<file path="src/rtl/uart_pkg.sv">
`default_nettype none

package uart_pkg;

    // Fixed frame format: start, data, even parity, stop
    localparam int DATA_BITS  = 8;
    localparam int STOP_BITS  = 2;
    localparam int FRAME_BITS = 1 + DATA_BITS + 1 + STOP_BITS;

    // Bit timing. One bit lasts OVERSAMPLE * CLKS_PER_TICK system clocks
    localparam int OVERSAMPLE    = 16;
    localparam int CLKS_PER_TICK = 4;   // Kept small to keep simulation short

    localparam int FIFO_DEPTH = 4;

    // Counter widths derived from the values above
    localparam int TICK_CNT_W = $clog2(CLKS_PER_TICK);
    localparam int OS_CNT_W   = $clog2(OVERSAMPLE);
    localparam int BIT_CNT_W  = $clog2(FRAME_BITS + 1);
    localparam int FIFO_PTR_W = $clog2(FIFO_DEPTH);
    localparam int FIFO_CNT_W = $clog2(FIFO_DEPTH + 1);

    typedef logic [DATA_BITS-1:0] uart_byte_t;

    // One received word with its status flags
    typedef struct packed {
        uart_byte_t data;
        logic       break_err;   // Every sampled bit of the frame was low
        logic       parity_err;  // Parity bit differs from XOR of the data bits
        logic       frame_err;   // At least one stop bit was low
        logic       overrun;     // Some frame was dropped ahead of this one
    } rx_word_t;

endpackage

`default_nettype wire

</file>
<file path="src/rtl/uart_fifo.sv">
`timescale 1ns/100ps
`default_nettype none

module uart_fifo import uart_pkg::*; #(
    parameter type payload_t = logic
) (
    input  logic     Clk,
    input  logic     Rst,
    input  logic     push,
    input  payload_t push_data,
    input  logic     pop,
    output payload_t head,    // Valid whenever empty is low
    output logic     empty,
    output logic     full
);

    payload_t              mem [FIFO_DEPTH];
    logic [FIFO_PTR_W-1:0] wr_ptr;
    logic [FIFO_PTR_W-1:0] rd_ptr;
    logic [FIFO_CNT_W-1:0] count;
    logic                  do_push;
    logic                  do_pop;

    assign empty = (count == '0);
    assign full  = (count == FIFO_CNT_W'(FIFO_DEPTH));

    // Push into a full FIFO or pop from an empty one is dropped
    assign do_push = push && !full;
    assign do_pop  = pop && !empty;

    assign head = mem[rd_ptr];  // First word falls through

    always_ff @(posedge Clk) begin
        if (do_push) begin
            mem[wr_ptr] <= push_data;
        end
    end

    always_ff @(posedge Clk or posedge Rst) begin
        if (Rst) begin
            wr_ptr <= '0;
            rd_ptr <= '0;
            count  <= '0;
        end else begin
            if (do_push) begin
                wr_ptr <= (wr_ptr == FIFO_PTR_W'(FIFO_DEPTH - 1)) ? '0 : wr_ptr + 1'b1;
            end
            if (do_pop) begin
                rd_ptr <= (rd_ptr == FIFO_PTR_W'(FIFO_DEPTH - 1)) ? '0 : rd_ptr + 1'b1;
            end
            case ({do_push, do_pop})
                2'b10:   count <= count + 1'b1;
                2'b01:   count <= count - 1'b1;
                default: count <= count;    // Both or neither leaves the level alone
            endcase
        end
    end

endmodule

`default_nettype wire

</file>
<file path="src/rtl/uart_rx.sv">
`timescale 1ns/100ps
`default_nettype none

module uart_rx import uart_pkg::*; (
    input  logic     Clk,
    input  logic     Rst,
    input  logic     rx,         // Serial line, idle high
    input  logic     fifo_full,
    output logic     rx_valid,   // One-cycle strobe with rx_frame
    output rx_word_t rx_frame,
    output logic     rts
);

    typedef enum logic [2:0] {
        st_idle,
        st_recv,
        st_output,
        st_calc,
        st_done
    } rx_state_t;

    rx_state_t state, next_state;

    logic                  start_det;  // Registered low level seen while idle
    logic [TICK_CNT_W-1:0] clk_cnt;    // System clocks within one oversampling tick
    logic [OS_CNT_W-1:0]   tick_cnt;   // Ticks within one bit
    logic                  tick;
    logic                  sample;     // Mid-point of the current bit
    logic [BIT_CNT_W-1:0]  bit_cnt;    // Bits still to be sampled
    logic [FRAME_BITS-1:0] rx_buf;     // Start bit ends up in the MSB

    // Start detector only armed in idle
    always_ff @(posedge Clk or posedge Rst) begin
        if (Rst) begin
            start_det <= 1'b0;
        end else begin
            start_det <= (state == st_idle) && !rx;
        end
    end

    assign tick   = (clk_cnt == TICK_CNT_W'(CLKS_PER_TICK - 1));
    assign sample = tick && (tick_cnt == OS_CNT_W'(OVERSAMPLE / 2 - 1)) && (bit_cnt != '0);

    // Tick and mid-bit counters run only while receiving, so each frame starts aligned
    always_ff @(posedge Clk or posedge Rst) begin
        if (Rst) begin
            clk_cnt  <= '0;
            tick_cnt <= '0;
            bit_cnt  <= BIT_CNT_W'(FRAME_BITS);
        end else if (state != st_recv) begin
            clk_cnt  <= '0;
            tick_cnt <= '0;
            bit_cnt  <= BIT_CNT_W'(FRAME_BITS);
        end else begin
            clk_cnt <= tick ? '0 : clk_cnt + 1'b1;
            if (tick) begin
                // Wrap explicitly, OVERSAMPLE need not be a power of two
                tick_cnt <= (tick_cnt == OS_CNT_W'(OVERSAMPLE - 1)) ? '0 : tick_cnt + 1'b1;
            end
            if (sample) begin
                bit_cnt <= bit_cnt - 1'b1;
            end
        end
    end

    // Shift buffer takes the line at each mid-point, first bit lands highest
    always_ff @(posedge Clk) begin
        if (sample) begin
            rx_buf <= {rx_buf[FRAME_BITS-2:0], rx};
        end
    end

    always_ff @(posedge Clk or posedge Rst) begin
        if (Rst) begin
            state <= st_idle;
        end else begin
            state <= next_state;
        end
    end

    always_comb begin
        next_state = state;
        case (state)
            st_idle:   if (start_det) next_state = st_recv;
            st_recv:   if (bit_cnt == '0) next_state = st_output;  // All FRAME_BITS latched
            st_output: next_state = st_calc;    // Data copied out this cycle
            st_calc:   next_state = st_done;    // Flags computed this cycle
            st_done:   next_state = st_idle;    // Strobe, then back to hunting
            default:   next_state = st_idle;
        endcase
    end

    // Data goes out one clock before the flags, both settle before the strobe
    always_ff @(posedge Clk) begin
        if (state == st_output) begin
            rx_frame.data    <= rx_buf[FRAME_BITS-2 -: DATA_BITS];
            rx_frame.overrun <= 1'b0;   // Filled in by the top from its drop flag
        end
        if (state == st_calc) begin
            rx_frame.break_err  <= (rx_buf == '0);
            rx_frame.parity_err <= (rx_buf[STOP_BITS] != ^rx_frame.data);  // Even parity
            rx_frame.frame_err  <= (rx_buf[STOP_BITS-1:0] != '1);
        end
    end

    assign rx_valid = (state == st_done);

    // Ready to send only when idle and the receive FIFO can take a word
    assign rts = (state == st_idle) && !fifo_full;

endmodule

`default_nettype wire

</file>
<file path="src/rtl/uart_tx.sv">
`timescale 1ns/100ps
`default_nettype none

module uart_tx import uart_pkg::*; (
    input  logic       Clk,
    input  logic       Rst,
    input  logic       fifo_empty,
    input  uart_byte_t fifo_data,   // Head of the transmit FIFO
    input  logic       cts,
    output logic       pop,         // One-cycle strobe when a frame starts
    output logic       tx           // Serial line, idle high
);

    logic                  busy;
    logic [FRAME_BITS-1:0] frame_sr;   // Bit on the line is the MSB
    logic [TICK_CNT_W-1:0] clk_cnt;
    logic [OS_CNT_W-1:0]   tick_cnt;
    logic [BIT_CNT_W-1:0]  bits_left;
    logic                  tick;
    logic                  bit_end;    // Last clock of the current bit period

    // cts is looked at only here, so a drop mid-frame waits for the frame to end
    assign pop = !busy && !fifo_empty && cts;

    assign tick    = (clk_cnt == TICK_CNT_W'(CLKS_PER_TICK - 1));
    assign bit_end = tick && (tick_cnt == OS_CNT_W'(OVERSAMPLE - 1));

    assign tx = frame_sr[FRAME_BITS-1];

    always_ff @(posedge Clk or posedge Rst) begin
        if (Rst) begin
            busy      <= 1'b0;
            frame_sr  <= '1;    // Line idles high
            clk_cnt   <= '0;
            tick_cnt  <= '0;
            bits_left <= '0;
        end else if (pop) begin
            // Start bit goes on the line at this edge
            busy      <= 1'b1;
            frame_sr  <= {1'b0, fifo_data, ^fifo_data, {STOP_BITS{1'b1}}};
            clk_cnt   <= '0;
            tick_cnt  <= '0;
            bits_left <= BIT_CNT_W'(FRAME_BITS);
        end else if (busy) begin
            clk_cnt <= tick ? '0 : clk_cnt + 1'b1;
            if (tick) begin
                tick_cnt <= (tick_cnt == OS_CNT_W'(OVERSAMPLE - 1)) ? '0 : tick_cnt + 1'b1;
            end
            if (bit_end) begin
                frame_sr  <= {frame_sr[FRAME_BITS-2:0], 1'b1};  // Ones fill in behind
                bits_left <= bits_left - 1'b1;
                if (bits_left == BIT_CNT_W'(1)) begin
                    busy <= 1'b0;   // Last stop bit done, next frame may start next cycle
                end
            end
        end
    end

endmodule

`default_nettype wire

</file>
<file path="src/rtl/uart_top.sv">
`timescale 1ns/100ps
`default_nettype none

module uart_top import uart_pkg::*; (
    input  logic       Clk,
    input  logic       Rst,
    input  logic       rx,
    input  logic       cts,
    input  logic       tx_wr,      // Ignored while tx_full is high
    input  uart_byte_t tx_data,
    input  logic       rx_rd,      // Ignored while rx_empty is high
    output logic       tx,
    output logic       rts,
    output logic       tx_full,
    output rx_word_t   rx_word,
    output logic       rx_empty
);

    logic       rx_valid;
    rx_word_t   rx_frame;
    logic       rx_full;
    logic       rx_push;
    rx_word_t   rx_push_word;
    logic       drop_flag;     // Sticky until the next word gets in
    logic       tx_pop;
    logic       tx_empty;
    uart_byte_t tx_head;

    // Frames are never held back, a full FIFO just loses them
    assign rx_push = rx_valid && !rx_full;

    always_comb begin
        rx_push_word         = rx_frame;
        rx_push_word.overrun = drop_flag;   // Tag the first word after a loss
    end

    always_ff @(posedge Clk or posedge Rst) begin
        if (Rst) begin
            drop_flag <= 1'b0;
        end else if (rx_valid && rx_full) begin
            drop_flag <= 1'b1;
        end else if (rx_push) begin
            drop_flag <= 1'b0;
        end
    end

    uart_rx u_rx (
        .Clk(Clk), .Rst(Rst), .rx(rx), .fifo_full(rx_full),
        .rx_valid(rx_valid), .rx_frame(rx_frame), .rts(rts)
    );

    uart_fifo #(.payload_t(rx_word_t)) u_rx_fifo (
        .Clk(Clk), .Rst(Rst), .push(rx_push), .push_data(rx_push_word),
        .pop(rx_rd), .head(rx_word), .empty(rx_empty), .full(rx_full)
    );

    uart_fifo #(.payload_t(uart_byte_t)) u_tx_fifo (
        .Clk(Clk), .Rst(Rst), .push(tx_wr), .push_data(tx_data),
        .pop(tx_pop), .head(tx_head), .empty(tx_empty), .full(tx_full)
    );

    uart_tx u_tx (
        .Clk(Clk), .Rst(Rst), .fifo_empty(tx_empty), .fifo_data(tx_head),
        .cts(cts), .pop(tx_pop), .tx(tx)
    );

endmodule

`default_nettype wire

</file>
<file path="config.mk">
export PLATFORM = sky130hd
export DESIGN_NAME = uart_top
export DESIGN_NICKNAME = d
export VERILOG_FILES = /design/src/rtl/uart_pkg.sv /design/src/rtl/uart_fifo.sv /design/src/rtl/uart_rx.sv /design/src/rtl/uart_tx.sv /design/src/rtl/uart_top.sv
export SDC_FILE = /design/constraint.sdc
export NUM_CORES = 1
export LEC_CHECK = 0
export BUFFER_PORTS_ARGS = -buffer_cell sky130_fd_sc_hd__buf_2
export CORE_MARGIN = 3
export CORE_UTILIZATION = 59
export CTS_CLUSTER_SIZE = 25
export DETAILED_ROUTE_END_ITERATION = 6
export PLACE_DENSITY_LB_ADDON = 0.12
export SKIP_CTS_REPAIR_TIMING = 1
export SLEW_MARGIN = 20
export SYNTH_ARGS = -nofsm -noshare
export SYNTH_HDL_FRONTEND = slang
export SYNTH_SLANG_ARGS = --single-unit
</file>
<file path="constraint.sdc">
create_clock -name Clk -period 3.6 [get_ports Clk]
set_clock_uncertainty 0.2 [all_clocks]
set_input_delay 0.72 -clock Clk [delete_from_list [all_inputs] [get_ports Clk]]
set_output_delay 0.72 -clock Clk [all_outputs]
set_load 0.02 [all_outputs]
</file>
* Word-level counts from Yosys, hierarchy flattened
Memory sizes are Yosys's and may differ from the RTL's.
Cells that the tools add are included.
** Word-level totals
- Register bits after elaboration :: 75
- Memory bits (writable) :: 80
- Bits of input ports :: 14
- Word-level logic and storage cells :: 140
- Memories kept :: 2
** Memory list
- u_rx_fifo.mem :: depth 4, width 12, read ports 1, clocked after memory_dff 0, write ports 1, line uart_fifo.sv:17 : payload_t mem [FIFO_DEPTH];
- u_tx_fifo.mem :: depth 4, width 8, read ports 1, clocked after memory_dff 0, write ports 1, line uart_fifo.sv:17
** Operators by class
- Add/subtract/negate cells :: 14
- Equal/unequal tests :: 25
- Mux-type cells :: 39
- Reduce and logical (&&, ||, !) cells :: 38
** Operators by type and width (number)
- two-way mux 4 bit :: 12
- two-way mux 12 bit :: 3
- two-way mux 2 bit :: 9
- == test 2 bit (second input constant) :: 8
- nonzero test 2 bit :: 8
- XOR reduction 8 bit :: 2
- logical AND 1 bit :: 13
- adder 2 x 1 -> 2 bit (second input constant) :: 6
- zero test 12 bit :: 1
- case mux 3 bit (2 select lines) :: 2
- case mux 3 bit (4 select lines) :: 1
- two-way mux 1 bit :: 10
- == test 3 bit (second input constant) :: 3
- zero test 3 bit :: 3
- adder 4 x 1 -> 4 bit (second input constant) :: 2
- == test 4 bit (second input constant) :: 2
- subtractor 4 x 1 -> 4 bit (second input constant) :: 2
- adder 3 x 1 -> 3 bit (second input constant) :: 2
- == test 3 x 2 -> 1 bit (second input constant) :: 2
- zero test 1 bit :: 6
- two-way mux 3 bit :: 2
- AND reduction 2 bit :: 3
- subtractor 3 x 1 -> 3 bit (second input constant) :: 2
- == test 2 x 1 -> 1 bit (second input constant) :: 2
- 9 further kinds :: 10

* Logic depth before layout (Yosys ltp)
Gate-level depths: netlist of the first run.
- Word-level depth :: 7
- Mapped depth :: 11

* By module
From an unflattened synthesis of the first run, not the netlist that was laid out.
** Unflattened totals
- Cell total of the unflattened synthesis :: 421
- Area, all modules :: 6543.8 µm²
** By module, submodules not included
- uart_fifo at u_rx_fifo :: times used 1, cells each 104, area an instance 2244.7 µm², sequential area each 1616.6 µm²
- uart_fifo at u_tx_fifo :: times used 1, cells each 83, area an instance 1640.3 µm², sequential area each 1136.1 µm²
- uart_rx :: times used 1, cells each 110, area an instance 1532.7 µm², sequential area each 1043.5 µm²
- uart_tx :: times used 1, cells each 120, area an instance 1076.0 µm², sequential area each 538.0 µm²
- uart_top :: times used 1, cells each 4, area an instance 50.0 µm², sequential area each 25.0 µm²

* Worst setup path after synthesis of the first run
OpenSTA, ideal clock, no wires.
- Kind :: in2reg
- Start point :: input cts
- End point :: register u_tx_fifo.count[2]
- Library setup time :: 79 ps
- Arrival :: 2494 ps
- Data required time :: 3321 ps
- Setup slack :: 827 ps
- Stages on the path :: 11
- Path buffers :: 2
- Cells stage by stage :: o31ai_1 -> or2_2 -> clkbuf_1 -> inv_1 -> buf_2 -> ha_1 -> inv_1 -> fa_1 -> xor2_1 -> nor2_1 -> xor2_1
** On the way
- Longest elaborated chain between the ends :: 4
- Elaborated cells on any way between the ends :: 6
- Those cells by class :: eq/ne (2); mux (1); reduce/logical (3)
** RTL lines
- from (decl) :: line uart_top.sv:8 : input logic cts,
- logical AND 1 bit * :: line uart_tx.sv:23 : assign pop = !busy && !fifo_empty && cts;
- logical AND 1 bit * :: line uart_fifo.sv:29 : assign do_pop = pop && !empty;
- via u_tx_fifo.do_pop :: line uart_fifo.sv:22 : logic do_pop;
- == test 2 x 1 -> 1 bit / == test 2 bit (equally long branches) :: line uart_fifo.sv:51 : case ({do_push, do_pop})
- case mux 3 bit (2 select lines) / nonzero test 2 bit (equally long branches)
- to (signal assigned) :: line uart_fifo.sv:52 : 2'b10: count <= count + 1'b1;
- to (signal assigned) :: line uart_fifo.sv:53 : 2'b01: count <= count - 1'b1;
- to (signal assigned) :: line uart_fifo.sv:54 : default: count <= count;
- to (decl) :: line uart_fifo.sv:20 : logic [FIFO_CNT_W-1:0] count;
Mark *: on every way through the listed nets, which the timed path passes. The rest lies on a longest branch.
A chain may end at the register's enable or synchronous reset.

==> results.yml, run 1 <==
synth:
  synth_fp_nets: 432
  synth_cells: 397
  async_reset_ff_share_pct: 32.7
  synth_ff_type: "edfxtp_1"
  syn_avg_cell_area_um2: 15.9
  ys_seq_area_share_pct: 69.1
  synth_enable_flop_cells: 103
  ys_seq_elements: 153
  synthesis.area_mm2: 0.00631
  ys_types: 45
  yosysWarnings: 0
placed_design:
  dp.cells: 552
  portBuffers: 29
  hpwl_mm: 6.47
  place_ws_ns: 0.932
  gp_congestion: 0.694
  dpl_cell_area_mm2: 0.00658
global_route:
  grt_pass1_vias: 3261
  grt_start_max_net_pins: 51
  use_met2_pct: 27.1
  grt-ovfl-total: 0
  grtUsageTotal_pct: 18.8
  antenna_found_initial: 0
  grt_pass1_wl_mm: 16.7
  grt_busiest_layer: "met2"
  use_met3_pct: 5.40
  met1_usage_pct: 27.1
cells_and_area:
  drive_above_1_share_pct: 22.3
  layout_common_cells: "edfxtp_1, dfrtp_1, buf_2"
  fin_area_mm2: 0.00718
  stdcell_count: 584
  layout_commonest_cell: "edfxtp_1"
  n_antenna_cell: 0
  area_growth_pct: 13.9
  nets: 470
  finish.utilization_pct: 69.2
  nFillCells: 703
detailed_routing:
  vias: 3228
  wl_per_cell_um: 16.9
  wirelength_mm: 9.90
  drt_iter0_drc: 227
  viasPerCell: 5.53
  drc: 0
  drt-pass1-iter-count: 4
  antenna_left: 0
clock_network:
  root_buffer: "clkbuf_8"
  numClockSinks: 153
  insertion_delay_ns: 0.53
  cts-buffers-inserted: 17
  cts_buffer_depth: 2
  clkSlewWorstSetupHoldPaths_ns: 0.06
  cts_tree: "done"
  cts_max_level: 4
sta:
  postLayoutSetupSlackWorst_ns: 0.529
  setup_violations: 0
  fin_crit_ns: 3.07
  timing.final.crit_share_pct: 85.3
  slew_viol_final: 0
  hold_violations: 0
  worst_pin_slew_ns: 0.865
  max-slew-margin-rel_pct: 42.3
  fmaxAchievable_ghz: 0.326
  setup_tns_ns: 0
  rsz0062_at_grt: "no"
die:
  die_area_mm2: 0.0120
  ioPinCount: 30
  die_x_um: 109
  initial_utilization_pct: 60.8
  rows: 37
  core_area_mm2: 0.0104
  die_h_um: 109
pwr:
  ir_drop_uv: 522
  powerDensity_mw_per_mm2: 748
  p_leak_uw: 0.00270
worst_setup_path:
  required_ns: 2.68
  crit_slowest_cell: "dfrtp_1"
  path_delay_family: "flip-flops"
  end_kind: "output pin"
  critPathMaxStageDelay_ns: 0.85
  arrival_ns: 2.15
  crit_buf_inv: 1
  critPathKind: "flop to output pin"
  cp-start-kind: "flop"
  crit_path_max_fanout: 13
  cp_cell_sequence: "mux4_2, buf_2"
run:
  drv_cap: 0
worst_hold_path:
  hp-class: "primary input to asynchronous set/reset pin"
status:
  status: "complete, no violations"
[metal layers]
metal | vias up | wire length (um)
li1 | 1537 | -
met1 | 1610 | 4830
met2 | 66 | 4520
met3 | 15 | 401
met4 | 0 | 137
met5 | - | 0
[cell type report]
| class | instances | area [um2] | share of cell area (%) |
|---|---|---|---|
| well taps | 136 | 170 | 2.37 |
| multi-input cells | 209 | 1790 | 24.9 |
| inverters | 20 | 76.3 | 1.06 |
| clock inverters | 12 | 176 | 2.46 |
| repair buffers | 34 | 183 | 2.54 |
| clock buffers | 20 | 425 | 5.92 |
| flip-flops and latches | 153 | 4360 | 60.7 |
[worst paths after layout]
path	startpoint	end	slack [ns]	cells past startpoint
max in group asynchronous	Rst	u_tx.busy	2.54	2
min in group Clk	rx	u_rx.start_det	0.17	2
max	u_rx_fifo.rd_ptr[0]	rx_word[6]	0.53	2
min reg2reg	u_rx.clk_cnt[0]	u_rx.clk_cnt[0]	0.24	1
min	Rst	u_rx_fifo.count[1]	0.13	2
max reg2reg	u_tx_fifo.count[0]	u_tx_fifo.count[2]	1.29	10
[cells in the mapped netlist, drive strengths merged (10+ instances only)]
library cell,instances,area (um2)
mux4,20,450
and2,10,62.6
nand2,21,78.8
dfrtp,38,951
edfxtp,103,3090
dfstp,12,315
nor2,22,82.6
xnor2,18,158
o21ai,19,95.1
mux2i,12,120
ha,19,238
inv,20,75.1
[cell families (layout without fill, tap and decap cells)]
| kind of cell | after synthesis | count (layout) | share of synthesized area (%) |
|---|---|---|---|
| and+or+nand+nor | 89 | 89 | 7.28 |
| xor gates and xnor gates | 27 | 27 | 3.75 |
| buffers and inverters | 35 | 86 | 2.48 |
| DFF | 153 | 153 | 69.1 |
| adders and majority gates | 21 | 21 | 4.40 |
| AOI/OAI and AO/OA | 39 | 39 | 3.73 |
| muxes | 33 | 33 | 9.23 |
[stage by stage]
step	power, uW	hold WS [ns]
after floorplan	3330	0.215
after global placement	3570	0.228
final	5370	0.132
after global routing	5670	0.159
after CTS	5420	0.154
after detailed placement	3630	0.233
[registers in the layout, indices dropped and copies added, names as in the netlist, 3 cells and up]
signal	flops
u_rx.bit_cnt	4
u_rx.rx_buf	12
u_rx.rx_frame	11
u_rx.state	3
u_rx.tick_cnt	4
u_rx_fifo.count	3
u_rx_fifo.mem	48
u_tx.bits_left	4
u_tx.frame_sr	10
u_tx.tick_cnt	4
u_tx_fifo.count	3
u_tx_fifo.mem	32
[worst reg2reg max path: cells and delay by family, from the launching register on]
kind          cells  cell delay (ns)
xor+xnor          2             0.29
fa+ha+maj         2             0.42
buf+inv           3             0.31
flops             1             0.39
simple gates      3             0.59
[power breakdown]
part	internal, uW	leakage (uW)	switching [uW]	total, uW
clock	1120	0.000289	670	1790
sequential	2180	0.00152	267	2450
combinational	568	0.000890	554	1120
total	3880	0.00270	1490	5370
Power figures use the tool's default switching activity.
==> run 2, diff against run 1 <==
--- a/config.mk
+++ b/config.mk
@@ -7,7 +7,7 @@
 export LEC_CHECK = 0
 export BUFFER_PORTS_ARGS = -buffer_cell sky130_fd_sc_hd__buf_2
 export CORE_MARGIN = 3
-export CORE_UTILIZATION = 59
+export CORE_UTILIZATION = 55
 export CTS_CLUSTER_SIZE = 25
 export DETAILED_ROUTE_END_ITERATION = 6
 export PLACE_DENSITY_LB_ADDON = 0.12
==> constraint.sdc (replaced) <==
create_clock -name Clk -period 2.68 [get_ports Clk]
set_clock_uncertainty 0.2 [all_clocks]
set_input_delay 0.536 -clock Clk [delete_from_list [all_inputs] [get_ports Clk]]
set_output_delay 0.536 -clock Clk [all_outputs]
set_load 0.02 [all_outputs]
==> results.yml, run 2 (synthesis results as in run 1) <==
cells_and_area:
  fin_area_mm2: 0.00721
  reg.largest.list: "u_rx_fifo.mem (48), u_tx_fifo.mem (32), u_rx.rx_buf (12)"
  regMostFlops: "u_rx_fifo.mem"
  layout_common_cells: "edfxtp_1, dfrtp_1, buf_2"
  drive_above_1_share_pct: 23.1
  nFillCells: 788
  layout_commonest_cell: "edfxtp_1"
  nets: 476
  stdcell_count: 594
  n_antenna_cell: 0
  area_growth_pct: 14.3
  largest_reg_flops: 48
clock_network:
  insertion_delay_ns: 0.41
  cts_max_level: 4
  cts_tree: "done"
  numClockSinks: 153
  cts-buffers-inserted: 17
  clkSlewWorstSetupHoldPaths_ns: 0.06
  cts_buffer_depth: 2
  root_buffer: "clkbuf_16"
detailed_routing:
  drt-pass1-iter-count: 4
  wirelength_mm: 9.93
  wl_per_cell_um: 16.7
  viasPerCell: 5.42
  drt_iter0_drc: 230
  antenna_left: 0
  vias: 3218
  drc: 0
sta:
  timing.final.crit_share_pct: 93.4
  setup_violations: 0
  rsz0062_at_grt: "no"
  worst_pin_slew_ns: 0.968
  max-slew-margin-rel_pct: 35.2
  fin_crit_ns: 2.50
  postLayoutSetupSlackWorst_ns: 0.176
  setup_tns_ns: 0
  slew_viol_final: 0
  fmaxAchievable_ghz: 0.399
  hold_violations: 0
status:
  status: "complete, no violations"
worst_setup_path:
  crit_path_max_fanout: 15
  end_kind: "output pin"
  arrival_ns: 1.77
  critPathKind: "flop to output pin"
  required_ns: 1.94
  cp-start-kind: "flop"
pwr:
  p_leak_uw: 0.00273
  ir_drop_uv: 670
  total_power_uw: 7170
  powerDensity_mw_per_mm2: 995
placed_design:
  hpwl_mm: 6.54
  gp_congestion: 0.689
  dpl_cell_area_mm2: 0.00663
  dp.cells: 562
  portBuffers: 29
  place_ws_ns: 0.247
worst_hold_path:
  hp-class: "primary input to asynchronous set/reset pin"
global_route:
  grtUsageTotal_pct: 17.5
  grt_pass1_wl_mm: 16.9
  grt_pass1_vias: 3301
  grt-ovfl-total: 0
  antenna_found_initial: 0
  grt_start_max_net_pins: 51
run:
  drv_cap: 0
die:
  die_x_um: 113
  die_area_mm2: 0.0128
  core_area_mm2: 0.0110
  initial_utilization_pct: 57.2
  die_h_um: 113
  ioPinCount: 30
  rows: 38
[run 2: metal layers]
| layer | vias to the layer above | part of all wire [%] | global-route usage (%) |
|---|---|---|---|
| li1 | 1548 | - | - |
| met1 | 1594 | 48 | 24.7 |
| met2 | 63 | 46 | 25.8 |
| met3 | 13 | 4.8 | 5.45 |
| met4 | 0 | 1.5 | 7.21 |
| met5 | - | 0 | 0 |
[run 2: critical path: stages (launching register included)]
cell	delay [ns]
dfrtp_1	0.32
buf_4	0.28
mux4_2	0.57
buf_2	0.18
[run 2: through the flow]
stage                     utilization, %  hold WS (ns)
after global routing                65.4        0.0892
after CTS                           65.4        0.0773
final                               65.4        0.0740
after detailed placement            60.1         0.234
after floorplan                        -         0.215
after global placement              60.1         0.224
[run 2: path summary, 6_finish.rpt]
| check | from | endpoint | slack, ns | cells after the start |
|---|---|---|---|---|
| min | Rst | u_tx.clk_cnt[1] | 0.07 | 3 |
| min reg2reg | u_rx.clk_cnt[0] | u_rx.clk_cnt[0] | 0.24 | 1 |
| max reg2reg | u_rx.bit_cnt[0] | u_rx.rx_buf[10] | 0.33 | 5 |
| max in group asynchronous | Rst | u_rx.bit_cnt[1] | 1.76 | 3 |
| min in group Clk | rx | u_rx.start_det | 0.09 | 2 |
| max | u_rx_fifo.rd_ptr[0] | rx_word[0] | 0.18 | 3 |
[run 2: area by class of cell]
| cell class | instances | area (um2) | area share [%] |
|---|---|---|---|
| Sequential cell | 153 | 4360 | 60.5 |
| Multi-Input combinational cell | 209 | 1790 | 24.8 |
| Clock buffer | 17 | 425 | 5.90 |
| Timing Repair Buffer | 40 | 228 | 3.16 |
| Tap cell | 140 | 175 | 2.43 |
| Clock inverter | 15 | 158 | 2.19 |
| Inverter | 20 | 75.1 | 1.04 |
[run 2: where the power goes]
part           leakage [uW]  switching, uW  internal [uW]  total (uW)
clock              0.000283            890           1450        2340
combinational      0.000924            842            783        1620
sequential          0.00153            278           2940        3210
total               0.00273           2010           5160        7170
